## src/trail_pkg.sv

```systemverilog
// Trail sizes and types
package trail_pkg;

    // Capacity of the trail and of the per-variable table
    localparam int MAX_VARS = 64;
    // Variable ID width matches the table size
    localparam int VAR_W = 6;
    // Trail index and height, 0 to MAX_VARS inclusive
    localparam int IDX_W = 7;
    localparam int LEVEL_W = 16;
    localparam int REASON_W = 16;

    // All ones marks no reason or no entry
    localparam logic [REASON_W-1:0] NO_REASON = '1;

    // One logged assignment
    typedef struct packed {
        logic [VAR_W-1:0]    variable;
        logic                value;
        logic [LEVEL_W-1:0]  level;
        logic                is_decision;
        logic [REASON_W-1:0] reason;
    } trail_entry_t;

    // Assignment being undone during a backtrack
    typedef struct packed {
        logic             valid;
        logic [VAR_W-1:0] variable;
        logic             value;
        logic             is_decision;
    } trail_undo_t;

    // Per-variable query answer
    typedef struct packed {
        logic                valid;
        logic                value;
        logic [LEVEL_W-1:0]  level;
        logic [REASON_W-1:0] reason;
    } query_result_t;

    typedef enum logic [1:0] {
        OP_NONE,
        OP_PUSH,
        OP_BACKTRACK,
        OP_CLEAR
    } trail_op_kind_t;

    // One decoded command per cycle
    typedef struct packed {
        trail_op_kind_t     kind;
        trail_entry_t       entry;
        logic [LEVEL_W-1:0] target;
    } trail_op_t;

endpackage

```

## src/trail_store.sv

```systemverilog
// Trail entry store
`timescale 1ns/1ns

module trail_store (
    input  logic                             clk,
    input  logic                             reset,
    input  trail_pkg::trail_op_t             op,
    input  logic                             finish_valid,
    input  logic [trail_pkg::IDX_W-1:0]      new_height,
    input  logic [trail_pkg::IDX_W-1:0]      walk_idx,
    input  logic [trail_pkg::IDX_W-1:0]      read_idx,
    output logic [trail_pkg::IDX_W-1:0]      height,
    output logic [trail_pkg::LEVEL_W-1:0]    current_level,
    output trail_pkg::trail_entry_t          walk_entry,
    output trail_pkg::trail_entry_t          read_entry
);

    import trail_pkg::*;

    trail_entry_t       mem [MAX_VARS];
    // Level to restore when the backtrack finishes
    logic [LEVEL_W-1:0] target_q;

    // Height and level registers
    always_ff @(posedge clk or posedge reset) begin
        if (reset) begin
            height        <= '0;
            current_level <= '0;
            target_q      <= '0;
        end else begin
            case (op.kind)
                OP_CLEAR: begin
                    height        <= '0;
                    current_level <= '0;
                end
                OP_PUSH: begin
                    height <= height + 1'b1;
                    // Only decisions open a new level
                    if (op.entry.is_decision) begin
                        current_level <= op.entry.level;
                    end
                end
                OP_BACKTRACK: begin
                    target_q <= op.target;
                end
                default: begin
                    // Finish only arrives while no other command is accepted
                    if (finish_valid) begin
                        height        <= new_height;
                        current_level <= target_q;
                    end
                end
            endcase
        end
    end

    // Entry array, written at the current top
    always_ff @(posedge clk) begin
        if (op.kind == OP_PUSH) begin
            mem[height[VAR_W-1:0]] <= op.entry;
        end
    end

    // Unwinder walks strictly below height, so the index is always in range
    assign walk_entry = mem[walk_idx[VAR_W-1:0]];

    // Indexed read for conflict analysis
    always_comb begin
        if (read_idx < height) begin
            read_entry = mem[read_idx[VAR_W-1:0]];
        end else begin
            read_entry        = '0;
            read_entry.reason = NO_REASON;
        end
    end

endmodule

```

## config.mk

```make
export PLATFORM = sky130hd
export DESIGN_NAME = trail_store
export DESIGN_NICKNAME = d
export VERILOG_FILES = /design/src/trail_pkg.sv /design/src/trail_store.sv
export SDC_FILE = /design/constraint.sdc
export NUM_CORES = 2
export LEC_CHECK = 0
export ABC_CLOCK_PERIOD_IN_PS = 3200
export BUFFER_PORTS_ARGS = -buffer_cell sky130_fd_sc_hd__buf_2
export CORE_UTILIZATION = 31
export CTS_CLUSTER_DIAMETER = 50
export DETAILED_ROUTE_END_ITERATION = 16
export PLACE_DENSITY = 0.49
export SKIP_LAST_GASP = 1
export SLEW_MARGIN = 5
export SYNTH_ARGS = -nofsm -noshare
export SYNTH_HDL_FRONTEND = slang
export SYNTH_SLANG_ARGS = --single-unit
```

## constraint.sdc

```tcl
create_clock -name clk -period 3.2 [get_ports clk]
set_input_delay 0.16 -clock clk [delete_from_list [all_inputs] [get_ports clk]]
set_output_delay 0.16 -clock clk [all_outputs]
set_load 0.05 [all_outputs]
```

==> impl_metrics.ini <==
[run_status]
status = complete, but fails checks
violations = negative setup slack

[synth]
ys_seq_elements = 2599
yosys.area.top_type = edfxtp_1
ys_seq_area_share_pct = 65.2
syn_avg_cell_area_um2 = 21.3
synth_fp_nets = 5704
synth_flop_cell = edfxtp_1
synth.area.top_cells = edfxtp_1 64%, mux4_2 27%, mux2i_1 1.6%
synth_edf_count = 2560
async_flop_share_pct = 1.50
netlist_area_um2 = 119000
ys_warn_count = 0
synth.most_common_cell = edfxtp_1
syn-instance-count = 5615
yosys.area.top_type_share_pct = 64.4
yosysUniqueCellTypes = 56
synth_common_cells = 2560 x edfxtp_1, 1417 x mux4_2, 191 x mux2i_1

[placement]
portBuffers = 183
finalWeightedCongestion = 0.834
dp_hpwl_mm = 298

[cells_and_area]
final_nets = 6539
drive_above_1_share_pct = 44.9
nFillCells = 34300
syn_to_final_growth_pct = 23.5

[setup_path]
cp_max_fo = 7
crit_path_start_kind = flip-flop
path_class = flip-flop to output port
endpoint_kind = output port
crit_arrival_ps = 3400
crit_path_top_delay_cell = or4_4
r2r_slack_ps = 390
path_cells = inv_2 > ha_4 > a21o_1 > a21o_1 > a21oi_4 > o21ai_4 > buf_12 > buf_16 > or4_4 > nand3_4 > buf_12
max_stage_delay_ps = 530
required_ps = 3040

[timing]
rsz0062_at_grt = true
clock_skew_ps = 57.3
hold_ws_ps = 46.6
slew_violations = 0
hold_violations = 0
period_needed_ps = 3560
slew_headroom_pct = 11.7
fmax_ghz = 0.281
fin_crit_sh_pct = 111
worst_slack_ps = -357
tightest_slew_ps = 1320
setup_violations = 38

[floorplan]
rows = 227
die_y_um = 623
die_w_um = 623
io_pins = 185
dieArea_um2 = 388000
design.core.area_um2 = 383000
initial_core_util_pct = 31.2

[flow_run]
drv_cap = 0

[pwr]
ir_worst_vdd_v = 0.000424
power_density_nw_per_um2 = 592
power_w = 0.0873
p_leak_nw = 46.9

[drt]
drtIter0Drc = 10000
drc = 0
wl_met2_mm = 237
avgViaCountPerCell = 5.99
top_layer = met5
vias = 70600
drt_wl_total_mm = 492
wl_met1_mm = 191
drt-pass1-iter-count = 5
wl_per_cell_um = 41.7
wl_met3_mm = 40.3
ant_nets = 0

[clocking]
cts_tree = yes
cts-root-buf = clkbuf_16
clock_sinks = 2599
cts.clk_slew.worst_paths_ps = 60
htreeDepth = 5
worstSkewPairLatency_ps = 960
clockBufferDepth = 4
cts_buffers = 350

[hold_path]
hp-class = primary input to flip-flop

[global_route]
grt_max_degree = 66
grt_pass1_vias = 72600
overflow = 0
grt_pass1_wl_mm = 661
grtUsageTotal_pct = 25.1
grt_antenna_before_repair = 42
-- through the flow --
step	cell area (um^2)	std cells	TNS [ps]	setup slack [ps]	util, %
6_report	148000	11800	-8710	-357	38.5
5_1_grt	147000	11800	-11210	-436	38.5
4_1_cts	147000	11800	-11440	-439	38.5
3_5_place_dp	133000	11000	-3990	-511	34.8
3_3_place_gp	133000	11000	-4410	-533	34.8
2_1_floorplan	119000	5615	-535230	-327	-
-- worst paths after layout --
check | start | end | depth (start not counted)
worst max register to register | height[4]$_DFFE_PP0P_ | mem[39][11]$_DFFE_PP_ | 5
min in group asynchronous | reset | target_q[12]$_DFFE_PP0P_ | 4
worst max-delay path | height[4]$_DFFE_PP0P_ | read_entry[28] | 11
max in group asynchronous | reset | height[2]$_DFFE_PP0P_ | 4
worst min-delay path | op[19] | mem[51][3]$_DFFE_PP_ | 1
worst min register to register | current_level[5]$_DFFE_PP0P_ | current_level[5]$_DFFE_PP0P_ | 2
-- timing repair --
action                      CTS  global route
pin swaps                    47            21
setup buffers                18             6
hold endpoints to repair   1744             0
setup endpoints to repair    61            49
resized for setup           248            34
hold buffers                105             0
gates cloned                  4             0
-- power breakdown --
group          internal (W)  total (W)  switching [W]  leakage (nW)
registers            0.0376     0.0377       0.000102          23.5
clock network        0.0239     0.0400         0.0161          5.69
logic               0.00387    0.00957        0.00569          17.7
total                0.0654     0.0873         0.0219          46.9
-- cell type report --
type                    count  area [um^2]  share of cell area, %
flip-flops and latches   2599        77900                   52.8
multi-input cells        2568        40900                   27.7
clock inverters           233         2580                   1.75
diodes                     12         30.0                 0.0204
repair buffers            919        10600                   7.20
well taps                5038         6300                   4.27
inverters                  12         56.3                 0.0382
clock buffers             405         9190                   6.23
-- cells by family after synthesis --
family | after synthesis | share of synthesized area, %
DFF | 2599 | 65.2
muxes | 1635 | 28.6
and+or+nand+nor | 473 | 1.71
AOI/OAI and AO/OA | 452 | 2.57
buffers and inverters | 448 | 1.86
adders and majority gates | 7 | 0.0733
xor gates and xnor gates | 1 | 0.00734
-- sequential cells by signal, summed over array words and instances, names as in the netlist --
register       cells
mem             2560
current_level     16
target_q          16
height             7
-- critical path, delay by kind of cell (launching register included) --
family	cells	cell delay, ps
compound gates	4	680
simple gates	2	650
buf+inv	4	550
flops	1	390
fa+ha+maj	1	190
-- cell usage in the layout (no fill, tap or decap), types with 40 or more instances in the layout --
master | netlist | layout
nand2_1 | 178 | 168
a21oi_1 | 69 | 55
o21ai_0 | 56 | 53
mux4_2 | 1417 | 1417
clkinv_2 | 0 | 50
clkbuf_16 | 0 | 360
mux2i_1 | 191 | 182
clkinv_1 | 2 | 40
clkbuf_1 | 172 | 44
buf_4 | 49 | 400
o221ai_1 | 49 | 48
nor2_1 | 154 | 62
o22ai_1 | 115 | 101
buf_2 | 158 | 99
buf_12 | 0 | 273
dlygate4sd3_1 | 0 | 105
a22oi_1 | 53 | 47
nor2_4 | 0 | 86
edfxtp_1 | 2560 | 2560
-- routing by layer --
layer | vias to the layer above | track usage (%)
li1 | 26700 | -
met1 | 39300 | 32.7
met2 | 3751 | 41.0
met3 | 818 | 4.91
met4 | 14 | 10.4
met5 | - | 0
Note: power is estimated with default switching activity, not from simulation.
