`src/trail_pkg.sv`:
```
// Trail sizes and types
package trail_pkg;

    // Capacity of the trail and of the per-variable table
    localparam int MAX_VARS = 64;
    // Variable ID width matches the table size
    localparam int VAR_W = 6;
    // Trail index and height, 0 to MAX_VARS inclusive
    localparam int IDX_W = 7;
    localparam int LEVEL_W = 16;
    localparam int REASON_W = 16;

    // All ones marks no reason or no entry
    localparam logic [REASON_W-1:0] NO_REASON = '1;

    // One logged assignment
    typedef struct packed {
        logic [VAR_W-1:0]    variable;
        logic                value;
        logic [LEVEL_W-1:0]  level;
        logic                is_decision;
        logic [REASON_W-1:0] reason;
    } trail_entry_t;

    // Assignment being undone during a backtrack
    typedef struct packed {
        logic             valid;
        logic [VAR_W-1:0] variable;
        logic             value;
        logic             is_decision;
    } trail_undo_t;

    // Per-variable query answer
    typedef struct packed {
        logic                valid;
        logic                value;
        logic [LEVEL_W-1:0]  level;
        logic [REASON_W-1:0] reason;
    } query_result_t;

    typedef enum logic [1:0] {
        OP_NONE,
        OP_PUSH,
        OP_BACKTRACK,
        OP_CLEAR
    } trail_op_kind_t;

    // One decoded command per cycle
    typedef struct packed {
        trail_op_kind_t     kind;
        trail_entry_t       entry;
        logic [LEVEL_W-1:0] target;
    } trail_op_t;

endpackage

```
`src/var_assign_table.sv`:
```
// Per-variable assignment table
`timescale 1ns/1ns

module var_assign_table (
    input  logic                          clk,
    input  logic                          reset,
    input  trail_pkg::trail_op_t          op,
    input  trail_pkg::trail_undo_t        undo,
    input  logic [trail_pkg::VAR_W-1:0]   query_var,
    output trail_pkg::query_result_t      query
);

    import trail_pkg::*;

    // Assigned flags are the only state that needs clearing
    logic [MAX_VARS-1:0] assigned;
    logic [MAX_VARS-1:0] value_q;
    logic [LEVEL_W-1:0]  level_q  [MAX_VARS];
    logic [REASON_W-1:0] reason_q [MAX_VARS];

    always_ff @(posedge clk or posedge reset) begin
        if (reset) begin
            assigned <= '0;
        end else if (op.kind == OP_CLEAR) begin
            assigned <= '0;
        end else if (op.kind == OP_PUSH) begin
            assigned[op.entry.variable] <= 1'b1;
        end else if (undo.valid) begin
            // Undo and push never share a cycle
            assigned[undo.variable] <= 1'b0;
        end
    end

    // Payload of the latest push per variable
    always_ff @(posedge clk) begin
        if (op.kind == OP_PUSH) begin
            value_q[op.entry.variable]  <= op.entry.value;
            level_q[op.entry.variable]  <= op.entry.level;
            reason_q[op.entry.variable] <= op.entry.reason;
        end
    end

    // Combinational lookup on the registered table
    always_comb begin
        if (assigned[query_var]) begin
            query.valid  = 1'b1;
            query.value  = value_q[query_var];
            query.level  = level_q[query_var];
            query.reason = reason_q[query_var];
        end else begin
            query.valid  = 1'b0;
            query.value  = 1'b0;
            query.level  = '0;
            query.reason = NO_REASON;
        end
    end

endmodule

```
`config.mk`:
```
export PLATFORM = sky130hd
export DESIGN_NAME = var_assign_table
export DESIGN_NICKNAME = d
export VERILOG_FILES = /design/src/trail_pkg.sv /design/src/var_assign_table.sv
export SDC_FILE = /design/constraint.sdc
export NUM_CORES = 2
export LEC_CHECK = 0
export ABC_CLOCK_PERIOD_IN_PS = 2700
export BUFFER_PORTS_ARGS = -buffer_cell sky130_fd_sc_hd__buf_2
export CORE_MARGIN = 4
export CORE_UTILIZATION = 60
export DETAILED_ROUTE_END_ITERATION = 12
export GPL_ROUTABILITY_DRIVEN = 0
export PLACE_DENSITY = 0.77
export SLEW_MARGIN = 10
export SYNTH_ARGS = -nofsm -noshare
export SYNTH_HDL_FRONTEND = slang
export SYNTH_SLANG_ARGS = --single-unit
```
`constraint.sdc`:
```
create_clock -name clk -period 2.7 [get_ports clk]
set_input_delay 0.135 -clock clk [delete_from_list [all_inputs] [get_ports clk]]
set_output_delay 0.135 -clock clk [all_outputs]
set_load 0.05 [all_outputs]
```
==> impl_metrics.yaml <==
clock_tree:
  cts_sinks: 2176
  cts_tree: "done"
  htreeDepth: 4
  root_buffer: "clkbuf_16"
  cts_inserted_buffers: 203
  clk-insertion-delay-late_ns: 0.82
  clk_pin_slew_ns: 0.06
  clockBufferDepth: 3
drt:
  via_count: 45100
  routed_wl_um: 235000
  wl_per_cell_um: 38.2
  ant_nets: 0
  dr.pass1.iters: 6
  via_per_inst: 7.31
  drtIter0Drc: 7321
  drc: 0
placed_design:
  io_buffer_count: 89
  hpwl_um: 127000
  dpl.cell_count: 5745
  dpl_cell_area_um2: 89900
yosys:
  yosysWarnings: 0
  synth_cell_type_count: 58
  async_reset_ff_share_pct: 2.94
  synth_edf_count: 2112
  synth_top_cell_by_area: "edfxtp_1"
  ys.flop_type: "edfxtp_1"
  netlist_area_um2: 83100
  syn_area_per_cell_um2: 22.3
  synth_area_leaders: "edfxtp_1, mux4_2, dfrtp_1, a22oi_1, o221a_2"
  syn_nets: 3794
  netlist_instances: 3719
  ys_seq_area_share_pct: 78.3
  synth_top_area_share_pct: 76.3
  synth_seq_cells: 2176
pwr:
  peakVddDrop_uv: 618
  p_sw_share_pct: 21.2
  p_leak_nw: 30.9
  p_clk_share_pct: 40.7
  comb_power_share_pct: 5.2
  seqPwrFrac_pct: 54.1
  p_int_mw: 54.2
  power_density_nw_per_um2: 709
  switchingPower_mw: 14.6
sta:
  fmax_mhz: 303
  max_slew_margin_pct: 17.9
  rsz0062_at_grt: "true"
  min_period_over_period_pct: 122
  finalHoldViolCount: 0
  tightest_slew_ns: 1.23
  timing.hold.ws_ns: 0.0438
  fin_ws_ns: -0.602
  setup_tns_ns: -17.67
  setup_violations: 34
  period_needed_ns: 3.30
  skew_ns: 0
  final-max-slew-violation-count: 0
critical_path:
  timing.rr.end: "assigned[27]"
  r2r_slack_ns: 1.37
  slowest_delay_ns: 0.52
  required_ns: 2.57
  cp-startpoint: "assigned[34]"
  cpLargestDelayFamily: "buffers and inverters"
  crit_slowest_cell: "mux4_2"
  worstSetupStartpointType: "register"
  worst-path-max-fanout: 13
  criticalPathCategory: "register to output pin"
  reg2reg_from: "assigned[27]"
  arrival_ns: 3.17
  path_common_cell: "buf_6"
  critical_path.endpoint_type: "output pin"
  cp_cell_sequence: "mux4_2 -> a22oi_2 -> a21oi_2 -> nor4_4 -> buf_6 -> inv_6 -> buf_8 -> nand3_2 -> buf_6 -> buf_12"
  reg2reg_depth: 2
  cp_num_buf_inv: 5
floorplan:
  start_util_pct: 60.4
  core_area_um2: 137000
  num_rows: 136
  die-area_um2: 145000
  dieHeight_um: 380
  die_w_um: 380
  ios: 109
global_route:
  grt_usage_pct: 32.9
  antenna_found_initial: 8
  grt_pass1_vias: 46100
  grt_max_degree: 65
  grt_pass1_wl_um: 336000
  gr-total-overflow: 0
cells_and_area:
  drive_above_1_share_pct: 33.4
  n_fill_cell: 7559
  fin_nets: 4263
  fin_area_um2: 97100
  fin_cells: 6162
  area_growth_pct: 16.8
hold_path:
  hold-path-cell-count: 1
  min-delay-start: "op[49]"
  min_path_type: "input pin to register"
  worstHoldEndpoint: "value_q[18]"
outcome:
  status: "complete, but fails checks"
  violations: "negative setup slack"
flow_run:
  maxCapViolations: 0
==> area by class of cell <==
| cell class | instances | area (um2) | area share, % |
|---|---|---|---|
| flip-flops and latches | 2176 | 65000 | 67.0 |
| well taps | 1794 | 2240 | 2.31 |
| clock buffers | 253 | 5350 | 5.51 |
| multi-input cells | 1328 | 17900 | 18.4 |
| inverters | 7 | 31.3 | 0.0322 |
| diodes | 7 | 17.5 | 0.0180 |
| clock inverters | 125 | 1130 | 1.16 |
| repair buffers | 472 | 5390 | 5.55 |
==> cell families (layout without fill, tap and decap cells) <==
family / count (synthesis) / in the layout / share of synthesized area (%)
AO/OA/AOI/OAI: 450 / 450 / 3.97
AND/OR/NAND/NOR: 307 / 307 / 1.66
buffers and inverters: 215 / 857 / 1.14
flip-flops: 2176 / 2176 / 78.3
multiplexers: 571 / 571 / 15.0
other: 0 / 7 / 0
==> worst reg2reg max path, stage by stage (launching register included) <==
cell	delay (ns)
dfrtp_1	0.38
o221a_2	0.29
dlygate4sd3_1	0.55
==> registers in the layout, summed over array words and instances (netlist names) <==
| register | cells |
|---|---|
| assigned | 64 |
| reason_q | 1024 |
| value_q | 64 |
| level_q | 1024 |
==> how the worst max path moves through the flow <==
stage	endpoint	slack [ns]	cells past startpoint
finish	query[13]	-0.60	10
global route	query[13]	-0.66	10
CTS	query[13]	-0.55	10
detailed placement	query[15]	-0.13	10
global placement	query[23]	-0.13	10
floorplan	assigned[47]	-0.06	5
==> cells in the final DEF, fill, tap and decap left out, types with 10 or more instances in the layout <==
master / instances
a211oi_1: 10
a21oi_1: 102
a21oi_2: 13
a22oi_1: 189
buf_12: 140
buf_2: 52
buf_4: 228
buf_6: 21
bufinv_16: 16
clkbuf_1: 45
clkbuf_16: 206
clkinv_1: 49
clkinv_2: 39
dfrtp_1: 64
dlygate4sd3_1: 25
edfxtp_1: 2112
mux2_2: 10
mux2i_1: 23
mux4_2: 537
nand2_1: 90
nand3_1: 27
nor2_1: 48
nor2_4: 64
nor2b_1: 16
nor3_1: 10
o21ai_0: 10
o221a_2: 60
o22ai_1: 19
==> layer usage <==
metal | track usage [%] | vias up | part of all wire [%]
li1 | - | 16900 | -
met1 | 44.6 | 23200 | 33
met2 | 50.8 | 4176 | 48
met3 | 8.94 | 822 | 14
met4 | 15.7 | 2 | 5.5
met5 | 0 | - | 0.0059
==> power by group through the flow <==
stage	registers (mW)	logic, mW	clock network, mW
floorplan	37.9	1.75	0
global placement	37.9	3.29	0
detailed placement	37.9	3.38	0
CTS	37.2	3.50	28.2
global route	37.2	3.73	29.8
finish	37.2	3.57	28.0
==> stage by stage <==
step | total power [mW] | setup WS, ns | util, %
after floorplan | 39.7 | -0.0633 | -
after global placement | 41.2 | -0.133 | 65.4
after detailed placement | 41.3 | -0.131 | 65.4
after CTS | 69.0 | -0.550 | 70.5
after global routing | 70.7 | -0.663 | 70.6
final | 68.8 | -0.602 | 70.6
==> synth_stat cells, types with 9 or more instances <==
| cell type | n |
|---|---|
| a22oi_1 | 193 |
| o21ai_0 | 12 |
| o22ai_1 | 19 |
| nand2_1 | 90 |
| dfrtp_1 | 64 |
| buf_2 | 59 |
| edfxtp_1 | 2112 |
| clkbuf_1 | 119 |
| mux4_2 | 537 |
| nand3_1 | 39 |
| nor3_1 | 13 |
| mux2_2 | 10 |
| nand2b_1 | 9 |
| nor2_1 | 112 |
| mux2i_1 | 24 |
| nor2b_1 | 18 |
| o221a_2 | 60 |
| buf_4 | 11 |
| buf_1 | 16 |
| a21oi_1 | 117 |
| a211oi_1 | 11 |
==> what timing repair did <==
action / CTS / global route
buffers inserted: 2 / 5
hold buffers: 24 / 1
pin swaps: 6 / 2
resized for setup: 79 / 15
hold endpoints to repair: 164 / 32
setup endpoints to repair: 34 / 34
Power figures use the tool's default switching activity.
