### src/trail_pkg.sv
// Trail sizes and types
package trail_pkg;

    // Capacity of the trail and of the per-variable table
    localparam int MAX_VARS = 64;
    // Variable ID width matches the table size
    localparam int VAR_W = 6;
    // Trail index and height, 0 to MAX_VARS inclusive
    localparam int IDX_W = 7;
    localparam int LEVEL_W = 16;
    localparam int REASON_W = 16;

    // All ones marks no reason or no entry
    localparam logic [REASON_W-1:0] NO_REASON = '1;

    // One logged assignment
    typedef struct packed {
        logic [VAR_W-1:0]    variable;
        logic                value;
        logic [LEVEL_W-1:0]  level;
        logic                is_decision;
        logic [REASON_W-1:0] reason;
    } trail_entry_t;

    // Assignment being undone during a backtrack
    typedef struct packed {
        logic             valid;
        logic [VAR_W-1:0] variable;
        logic             value;
        logic             is_decision;
    } trail_undo_t;

    // Per-variable query answer
    typedef struct packed {
        logic                valid;
        logic                value;
        logic [LEVEL_W-1:0]  level;
        logic [REASON_W-1:0] reason;
    } query_result_t;

    typedef enum logic [1:0] {
        OP_NONE,
        OP_PUSH,
        OP_BACKTRACK,
        OP_CLEAR
    } trail_op_kind_t;

    // One decoded command per cycle
    typedef struct packed {
        trail_op_kind_t     kind;
        trail_entry_t       entry;
        logic [LEVEL_W-1:0] target;
    } trail_op_t;

endpackage

### src/backtrack_unwinder.sv
// Backtrack unwinder FSM
`timescale 1ns/1ns

module backtrack_unwinder (
    input  logic                          clk,
    input  logic                          reset,
    input  trail_pkg::trail_op_t          op,
    input  logic [trail_pkg::IDX_W-1:0]   height,
    input  trail_pkg::trail_entry_t       walk_entry,
    output logic [trail_pkg::IDX_W-1:0]   walk_idx,
    output trail_pkg::trail_undo_t        undo,
    output logic                          busy,
    output logic                          finish_valid,
    output logic [trail_pkg::IDX_W-1:0]   new_height,
    output logic                          backtrack_done
);

    import trail_pkg::*;

    typedef enum logic {
        IDLE,
        WALK
    } state_t;

    state_t             state_q;
    // Index is the height of the part still kept
    logic [IDX_W-1:0]   idx_q;
    logic [LEVEL_W-1:0] target_q;
    logic               active;
    logic               undo_hit;
    logic               done;

    // A clear abandons the walk with no undo and no done
    assign active = (state_q == WALK) && (op.kind != OP_CLEAR);

    // Look at the entry just below the index
    assign walk_idx = (idx_q != '0) ? idx_q - 1'b1 : '0;

    assign undo_hit = active && (idx_q != '0) && (walk_entry.level > target_q);
    assign done     = active && !undo_hit;

    always_comb begin
        undo = '0;
        if (undo_hit) begin
            undo.valid       = 1'b1;
            undo.variable    = walk_entry.variable;
            undo.value       = walk_entry.value;
            undo.is_decision = walk_entry.is_decision;
        end
    end

    assign busy           = (state_q == WALK);
    // Same pulse, store and top output each take one
    assign finish_valid   = done;
    assign backtrack_done = done;
    assign new_height     = idx_q;

    always_ff @(posedge clk or posedge reset) begin
        if (reset) begin
            state_q  <= IDLE;
            idx_q    <= '0;
            target_q <= '0;
        end else if (op.kind == OP_CLEAR) begin
            state_q <= IDLE;
        end else if (op.kind == OP_BACKTRACK) begin
            // Decode only issues this while idle
            state_q  <= WALK;
            idx_q    <= height;
            target_q <= op.target;
        end else if (undo_hit) begin
            idx_q <= idx_q - 1'b1;
        end else if (done) begin
            state_q <= IDLE;
        end
    end

endmodule

### config.mk
export PLATFORM = sky130hd
export DESIGN_NAME = backtrack_unwinder
export DESIGN_NICKNAME = d
export VERILOG_FILES = /design/src/trail_pkg.sv /design/src/backtrack_unwinder.sv
export SDC_FILE = /design/constraint.sdc
export NUM_CORES = 1
export LEC_CHECK = 0
export ABC_CLOCK_PERIOD_IN_PS = 3850
export BUFFER_PORTS_ARGS = -buffer_cell sky130_fd_sc_hd__buf_2
export CORE_MARGIN = 8
export CORE_UTILIZATION = 46
export CTS_BUF_LIST = sky130_fd_sc_hd__clkbuf_4 sky130_fd_sc_hd__clkbuf_8
export DETAILED_ROUTE_END_ITERATION = 10
export PLACE_DENSITY = 0.88
export SLEW_MARGIN = 20
export SYNTH_ARGS = -nofsm -noshare
export SYNTH_HDL_FRONTEND = slang
export SYNTH_SLANG_ARGS = --single-unit
### constraint.sdc
create_clock -name clk -period 3.85 [get_ports clk]
set_input_delay 0 -clock clk [delete_from_list [all_inputs] [get_ports clk]]
set_output_delay 0 -clock clk [all_outputs]
set_load 0.05 [all_outputs]
==> results of run 1 <==
tightest hold or removal path: stages:
cell     delay, ns
buf_2         0.08
nand2_1       0.04
o21ai_0       0.07
a31oi_1       0.04
nand3_1       0.07
layout by cell type, fill, tap and decap left out, drive strengths merged, types with 2 or more instances in the layout:
cell type | synthesis | routed
a21oi | 7 | 7
a22oi | 2 | 2
a31oi | 6 | 6
and2 | 9 | 9
and4bb | 2 | 2
buf | 6 | 77
clkbuf | 9 | 4
dfrtp | 24 | 24
dlygate4sd3 | 0 | 19
ha | 18 | 18
inv | 19 | 19
nand2 | 32 | 32
nand2b | 2 | 2
nand3 | 7 | 7
nand4 | 6 | 6
nor2 | 11 | 11
nor2b | 2 | 2
nor3 | 6 | 6
nor3b | 2 | 2
nor4 | 4 | 4
o21a | 2 | 2
o21ai | 22 | 22
o31ai | 8 | 8
or2 | 2 | 2
or4 | 5 | 5
xnor2 | 4 | 4
state kept, by name, summed over array words and instances (netlist names):
name        flops
busy            1
new_height      7
target_q       16
layer usage:
layer | track usage (%) | wire length (um) | share of wire (%)
met5 | 0 | 0 | 0
met4 | 5.45 | 78 | 1.5
met3 | 5.25 | 506 | 9.8
met2 | 31.0 | 2610 | 51
met1 | 16.6 | 1970 | 38
cells in the mapped netlist (2+ instances only):
| cell type | n |
|---|---|
| inv_1 | 19 |
| buf_6 | 2 |
| nor4_1 | 3 |
| nand3_1 | 7 |
| a21oi_1 | 7 |
| nand2_1 | 32 |
| o21a_1 | 2 |
| o21ai_0 | 22 |
| or4_1 | 5 |
| nand2b_1 | 2 |
| or2_1 | 2 |
| nor3b_1 | 2 |
| and4bb_2 | 2 |
| o31ai_1 | 7 |
| and2_2 | 8 |
| nor2_1 | 11 |
| xnor2_1 | 4 |
| clkbuf_1 | 9 |
| a31oi_1 | 5 |
| buf_4 | 3 |
| nor2b_1 | 2 |
| nor3_1 | 6 |
| dfrtp_1 | 24 |
| a22oi_1 | 2 |
| ha_1 | 18 |
| nand4_1 | 6 |
report_power, final:
part | internal, W | switching [W]
combinational | 0.000171 | 0.000367
clock | 0.0000912 | 0.0000774
sequential | 0.000291 | 0.0000354
total | 0.000554 | 0.000480
per-stage QoR:
step | instances | cell area (um2) | setup slack [ns] | total power, W
after global routing | 363 | 2510 | 0.795 | 0.00111
after floorplan | 228 | 1900 | 1.11 | 0.000736
after detailed placement | 340 | 2270 | 1.29 | 0.000856
after CTS | 363 | 2510 | 0.982 | 0.00104
after global placement | 340 | 2270 | 1.33 | 0.000844
final | 363 | 2510 | 0.959 | 0.00103
cells by family after synthesis:
logic type / Yosys count
adders and majority gates: 18
buffers and inverters: 34
xor gates and xnor gates: 4
and+or+nand+nor: 96
DFF: 24
AOI/OAI and AO/OA: 52
worst paths after layout:
| kind | startpoint | endpoint | slack, ns |
|---|---|---|---|
| worst min-delay path | height[3] | new_height[3] | 0.06 |
| worst max register to register | target_q[15] | busy | 1.41 |
| worst max-delay path | target_q[15] | finish_valid | 0.96 |
| max in group asynchronous | reset | new_height[3] | 2.81 |
| worst min register to register | target_q[0] | target_q[0] | 0.51 |
| min in group asynchronous | reset | target_q[11] | 0.48 |
cell type report:
cell class | instances | area share, %
clock buffer | 4 | 2.19
tap | 50 | 2.49
inverter | 19 | 2.84
sequential | 24 | 23.9
timing repair buffer | 96 | 23.0
multi-input combinational | 170 | 45.6
==> out/summary.txt, run 1 <==
Max stage delay on crit path - 0.56 ns
Adder-Cell Fraction of Synth Area - 11.9%
leakage - 1.24 nW
Routed WL - 5170 um
FILL cells - 341
initial core utilization - 47.5%
clk slew on worst S/H paths - 0.08 ns
depth of the most critical reg-to-reg path - 7
startpoint types - flip-flop
status - finished clean
final core occ - 62.8%
Clock Sinks - 24
max-cap violation count - 0
CP max FO - 11
top cell type's share of synthesized area - 31.6%
post-synthesis mux area share - 0%
Syn. warnings - 0
worst-skew pair later-pin latency - 0.26 ns
slowest CP cell - nor4_4
Slew headroom - 39.4%
Power Density - 411 nW/um2
initial DRC count - 122
Antenna Cells - 0
Worst path depth - 8
Post-synth EDFFs - 0
CP Capture Type - output pin
VDD IR max - 0.348 mV
die height - 80.3 um
Fmax - 0.346 GHz
Setup Fix Bufs, Post-CTS - 0
PostCTS Resize Cnt - 0
min-delay worst type - primary input to flip-flop
leading area contributor after synthesis - dfrtp_1
post-detailed-route wirelength per cell - 14.2 um
minimum clock period after layout - 2.89 ns
residual DRC count - 0
Mapped Avg Cell Area - 8.33 um2
main combinational cell family by area after synthesis - simple AND/OR/NAND/NOR gates
flops & latches, synth - 24
final net count - 439
total grt overflow - 0
Synth cell types - 42
first-pass GRT wire length - 8600 um
Initial DRT Pass Iterations - 4
CP required - 3.85 ns
Setup Skew - 0.00273 ns
largest net degree at the start of global routing - 26
gp weighted congestion - 0.856
CTS tree - done
RSZ-0062 raised after global routing - false
Final ANT Viol Nets - 0
I/O Buffers - 76
Arr. time, crit path - 2.89 ns
WHS - 0.0562 ns
Hold Crit Depth - 5
Top delay family on crit path - simple AND/OR/NAND/NOR gates
DP Wirelength - 3930 um
share of layout cells above drive strength 1 - 31.3%
kind of critical path - flip-flop to output pin
ys flop type - dfrtp_1
vias in the first global route - 1997
fin crit share - 75.1%
Final Max Tran Viols - 0
final setup fails - 0
critical path cell sequence - inv_1 -> ha_1 -> nand4_1 -> nor4_4 -> or2_1 -> a31oi_4 -> and2b_1 -> buf_2
initial antenna violation count - 0
Area growth syn-to-layout - 32.3%
IO Count - 133
total track usage - 16.5%
TritonCTS Buffers - 3
FF+latch area - 601 um2
CTS max path bufs - 2
register area share after synthesis - 31.6%
Area contributors post-synth - dfrtp_1, ha_1, nand2_1
Final TNS setup - 0 ns
Core Area - 4000 um2
Worst Path Buf+Inv - 2
Compound-Gate Fraction of Synth Area - 18.2%
area occupied by multi-input gates - 1150 um2
CTS root buffer - clkbuf_8
Cells after Synth - 228
die width - 80.3 um
simple-gate portion of the synthesized area - 28.3%
Least-Margin Pin Slew - 0.908 ns
Synth async-reset ratio - 100%
xor/xnor cell area share of the yosys netlist - 1.84%
die footprint - 6440 um2
# rows - 23
routed vias - 1924
Vias per Instance - 5.30
quantity of hold-fixing buffers added after cts - 19
# H-tree levels - 1
final hold viol count - 0
syn nets - 353
Synth Cell Area - 1900 um2
No activity file was read; power rests on OpenSTA's default activity.
==> run 2, diff against run 1 <==
--- a/config.mk
+++ b/config.mk
@@ -5,13 +5,13 @@
 export SDC_FILE = /design/constraint.sdc
 export NUM_CORES = 1
 export LEC_CHECK = 0
-export ABC_CLOCK_PERIOD_IN_PS = 3850
+export ABC_CLOCK_PERIOD_IN_PS = 2950
 export BUFFER_PORTS_ARGS = -buffer_cell sky130_fd_sc_hd__buf_2
 export CORE_MARGIN = 8
-export CORE_UTILIZATION = 46
+export CORE_UTILIZATION = 43
 export CTS_BUF_LIST = sky130_fd_sc_hd__clkbuf_4 sky130_fd_sc_hd__clkbuf_8
 export DETAILED_ROUTE_END_ITERATION = 10
-export PLACE_DENSITY = 0.88
+export PLACE_DENSITY = 0.83
 export SLEW_MARGIN = 20
 export SYNTH_ARGS = -nofsm -noshare
 export SYNTH_HDL_FRONTEND = slang
==> constraint.sdc (replaced) <==
create_clock -name clk -period 2.95 [get_ports clk]
set_input_delay 0 -clock clk [delete_from_list [all_inputs] [get_ports clk]]
set_output_delay 0 -clock clk [all_outputs]
set_load 0.05 [all_outputs]
==> run 2 against run 1 <==
Non-clock buffer count increased by 3. Utilization decreased by 3.3 points. Cell count is 1.4% higher. Sequential share of layout area down 0.39 points. Clock power grew 78%. Via count is 1.7% higher. Critical path type unchanged.
==> out/summary.txt, run 2 (synthesis gave the netlist of run 1 again) <==
final hold viol count - 0 (unchanged)
kind of critical path - flip-flop to output pin
# rows - 24 (+4.3%)
Clock Sinks - 24 (unchanged)
Sw Share - 45.0% (-1.4 points)
I/O Buffers - 76 (unchanged)
TritonCTS Buffers - 3 (unchanged)
Slew headroom - 31.2% (-8.2 points)
DP Wirelength - 3980 um (+1.1%)
CTS root buffer - clkbuf_8
Arr. time, crit path - 2.67 ns (-0.22 ns)
CP required - 2.95 ns (-0.90 ns)
final setup fails - 0 (unchanged)
Antenna Cells - 0 (unchanged)
Setup Fix Bufs, Post-CTS - 0 (unchanged)
Fmax - 0.374 GHz
startpoint types - flip-flop
Power Density - 565 nW/um2 (+37%)
Core Area - 4290 um2 (+7.4%)
final net count - 442 (+0.68%)
FILL cells - 387 (+13%)
VDD IR max - 0.270 mV (-22%)
leakage - 1.26 nW (+1.7%)
Setup Skew - 0.00317 ns (+0.000436 ns)
Final Max Tran Viols - 0 (unchanged)
Sequential Power Share - 29.6% (-2.0 points)
Area growth syn-to-layout - 34.5%
share of layout cells above drive strength 1 - 32.0% (+0.65 points)
fin area - 2550 um2 (+1.6%)
min-delay worst type - primary input to flip-flop
die width - 82.5 um (+2.7%)
minimum clock period after layout - 2.67 ns
Vias per Instance - 5.32 (+0.28%)
worst-skew pair later-pin latency - 0.27 ns (about the same)
Placed Cells - 345 (+1.5%)
Biggest register - target_q
Hold Crit Depth - 5 (unchanged)
# H-tree levels - 1 (unchanged)
Routed WL - 5430 um (+5.0%)
clk slew on worst S/H paths - 0.09 ns (about the same)
initial DRC count - 131 (+7.4%)
die footprint - 6800 um2 (+5.6%)
GRT met3 Usage - 2.16% (-3.1 points)
residual DRC count - 0 (unchanged)
Area after DPL - 2290 um2 (+1.1%)
Least-Margin Pin Slew - 1.03 ns (+0.120 ns)
vias in the first global route - 1994 (-0.15%)
met2 Use GR - 28.0% (-3.0 points)
Initial DRT Pass Iterations - 4 (unchanged)
met1 usage - 19.9% (+3.4 points)
clock network fraction of total power - 20.8% (+4.5 points)
commonest non-fill, non-tap cells in the layout - buf_2, nand2_1, dfrtp_1
gr busiest metal - met2
IO Count - 133 (unchanged)
RSZ-0062 raised after global routing - false
Largest register FFs - 16 (unchanged)
first-pass GRT wire length - 8810 um (+2.4%)
routed vias - 1956 (+1.7%)
Int Power - 0.000794 W (+43%)
P_sw - 0.000650 W (+35%)
fin crit share - 90.5%
Final TNS setup - 0 ns (unchanged)
Final Non-Filler Cells - 368 (+1.4%)
total track usage - 16.3% (-0.14 points)
gp weighted congestion - 0.898 (+4.9%)
WHS - 0.0376 ns (-0.0186 ns)
largest net degree at the start of global routing - 29 (+12%)
total grt overflow - 0 (unchanged)
post-detailed-route wirelength per cell - 14.8 um (+3.6%)
CP Capture Type - output pin
max-cap violation count - 0 (unchanged)
depth of the most critical reg-to-reg path - 8 (+1)
die height - 82.5 um (+2.7%)
CTS max path bufs - 2 (unchanged)
CP max FO - 11 (unchanged)
PostCTS Resize Cnt - 0 (unchanged)
CTS tree - done
status - finished clean
most common cell after layout, fill and taps aside - buf_2
Comb power frac - 49.6% (-2.5 points)
initial core utilization - 44.2% (-3.3 points)
Final ANT Viol Nets - 0 (unchanged)
initial antenna violation count - 0 (unchanged)
==> run 2: changes by cell type in the layout (fill, tap and decap cells not counted) <==
cell       previous run  this run
buf_4                 1         4
bufinv_16             0         1
clkbuf_8              4         3
==> run 2: cell type report <==
| type | instances | area [um2] | share of cell area [%] |
|---|---|---|---|
| clock buffers | 3 | 41.3 | 1.62 |
| clock inverters | 1 | 30.0 | 1.18 |
| inverters | 19 | 71.3 | 2.79 |
| multi-input cells | 170 | 1150 | 44.9 |
| flip-flops and latches | 24 | 601 | 23.5 |
| well taps | 52 | 65.1 | 2.55 |
| repair buffers | 99 | 601 | 23.5 |
==> run 2: repair_timing <==
item / 4_1_cts / 5_1_grt
endpoints found under the setup margin: 0 / 0
hold endpoints to repair: 42 / 0
hold buffers: 19 / 0
==> run 2: path summary, 6_finish.rpt <==
check,slack (ns),to,startpoint
setup / recovery,0.28,backtrack_done,target_q[15]
hold / removal,0.04,new_height[2],height[2]
setup reg to reg,0.70,new_height[1],target_q[15]
hold reg to reg,0.50,target_q[0],target_q[0]
max in group asynchronous,1.87,new_height[2],reset
min in group asynchronous,0.49,target_q[11],reset
==> run 2: metal layers <==
layer / share of wire, % / routed length, um
met1: 41 / 2240
met4: 1.3 / 72
met2: 49 / 2660
met5: 0 / 0
met3: 8.5 / 463
==> run 2: metrics by stage <==
step                      power (W)  worst slack [ns]  util (%)
after global placement      0.00111             0.641      53.4
after CTS                   0.00145             0.283      59.5
final                       0.00144             0.279      59.5
after floorplan            0.000960             0.212         -
after global routing        0.00153            0.0827      59.5
after detailed placement    0.00113             0.599      53.4
==> run 2: power groups by stage <==
stage	combinational (W)	clock (W)	sequential [W]
global placement	0.000681	0	0.000430
detailed placement	0.000696	0	0.000432
CTS	0.000719	0.000301	0.000425
global route	0.000780	0.000318	0.000433
finish	0.000716	0.000300	0.000427
floorplan	0.000461	0	0.000499
==> run 2: critical path, stage by stage, from the launching register on <==
cell     delay (ns)
dfrtp_1        0.34
inv_1          0.05
ha_1           0.30
nand4_1        0.27
nor4_4         0.60
or2_1          0.24
a31oi_4        0.08
and2b_1        0.25
buf_2          0.26
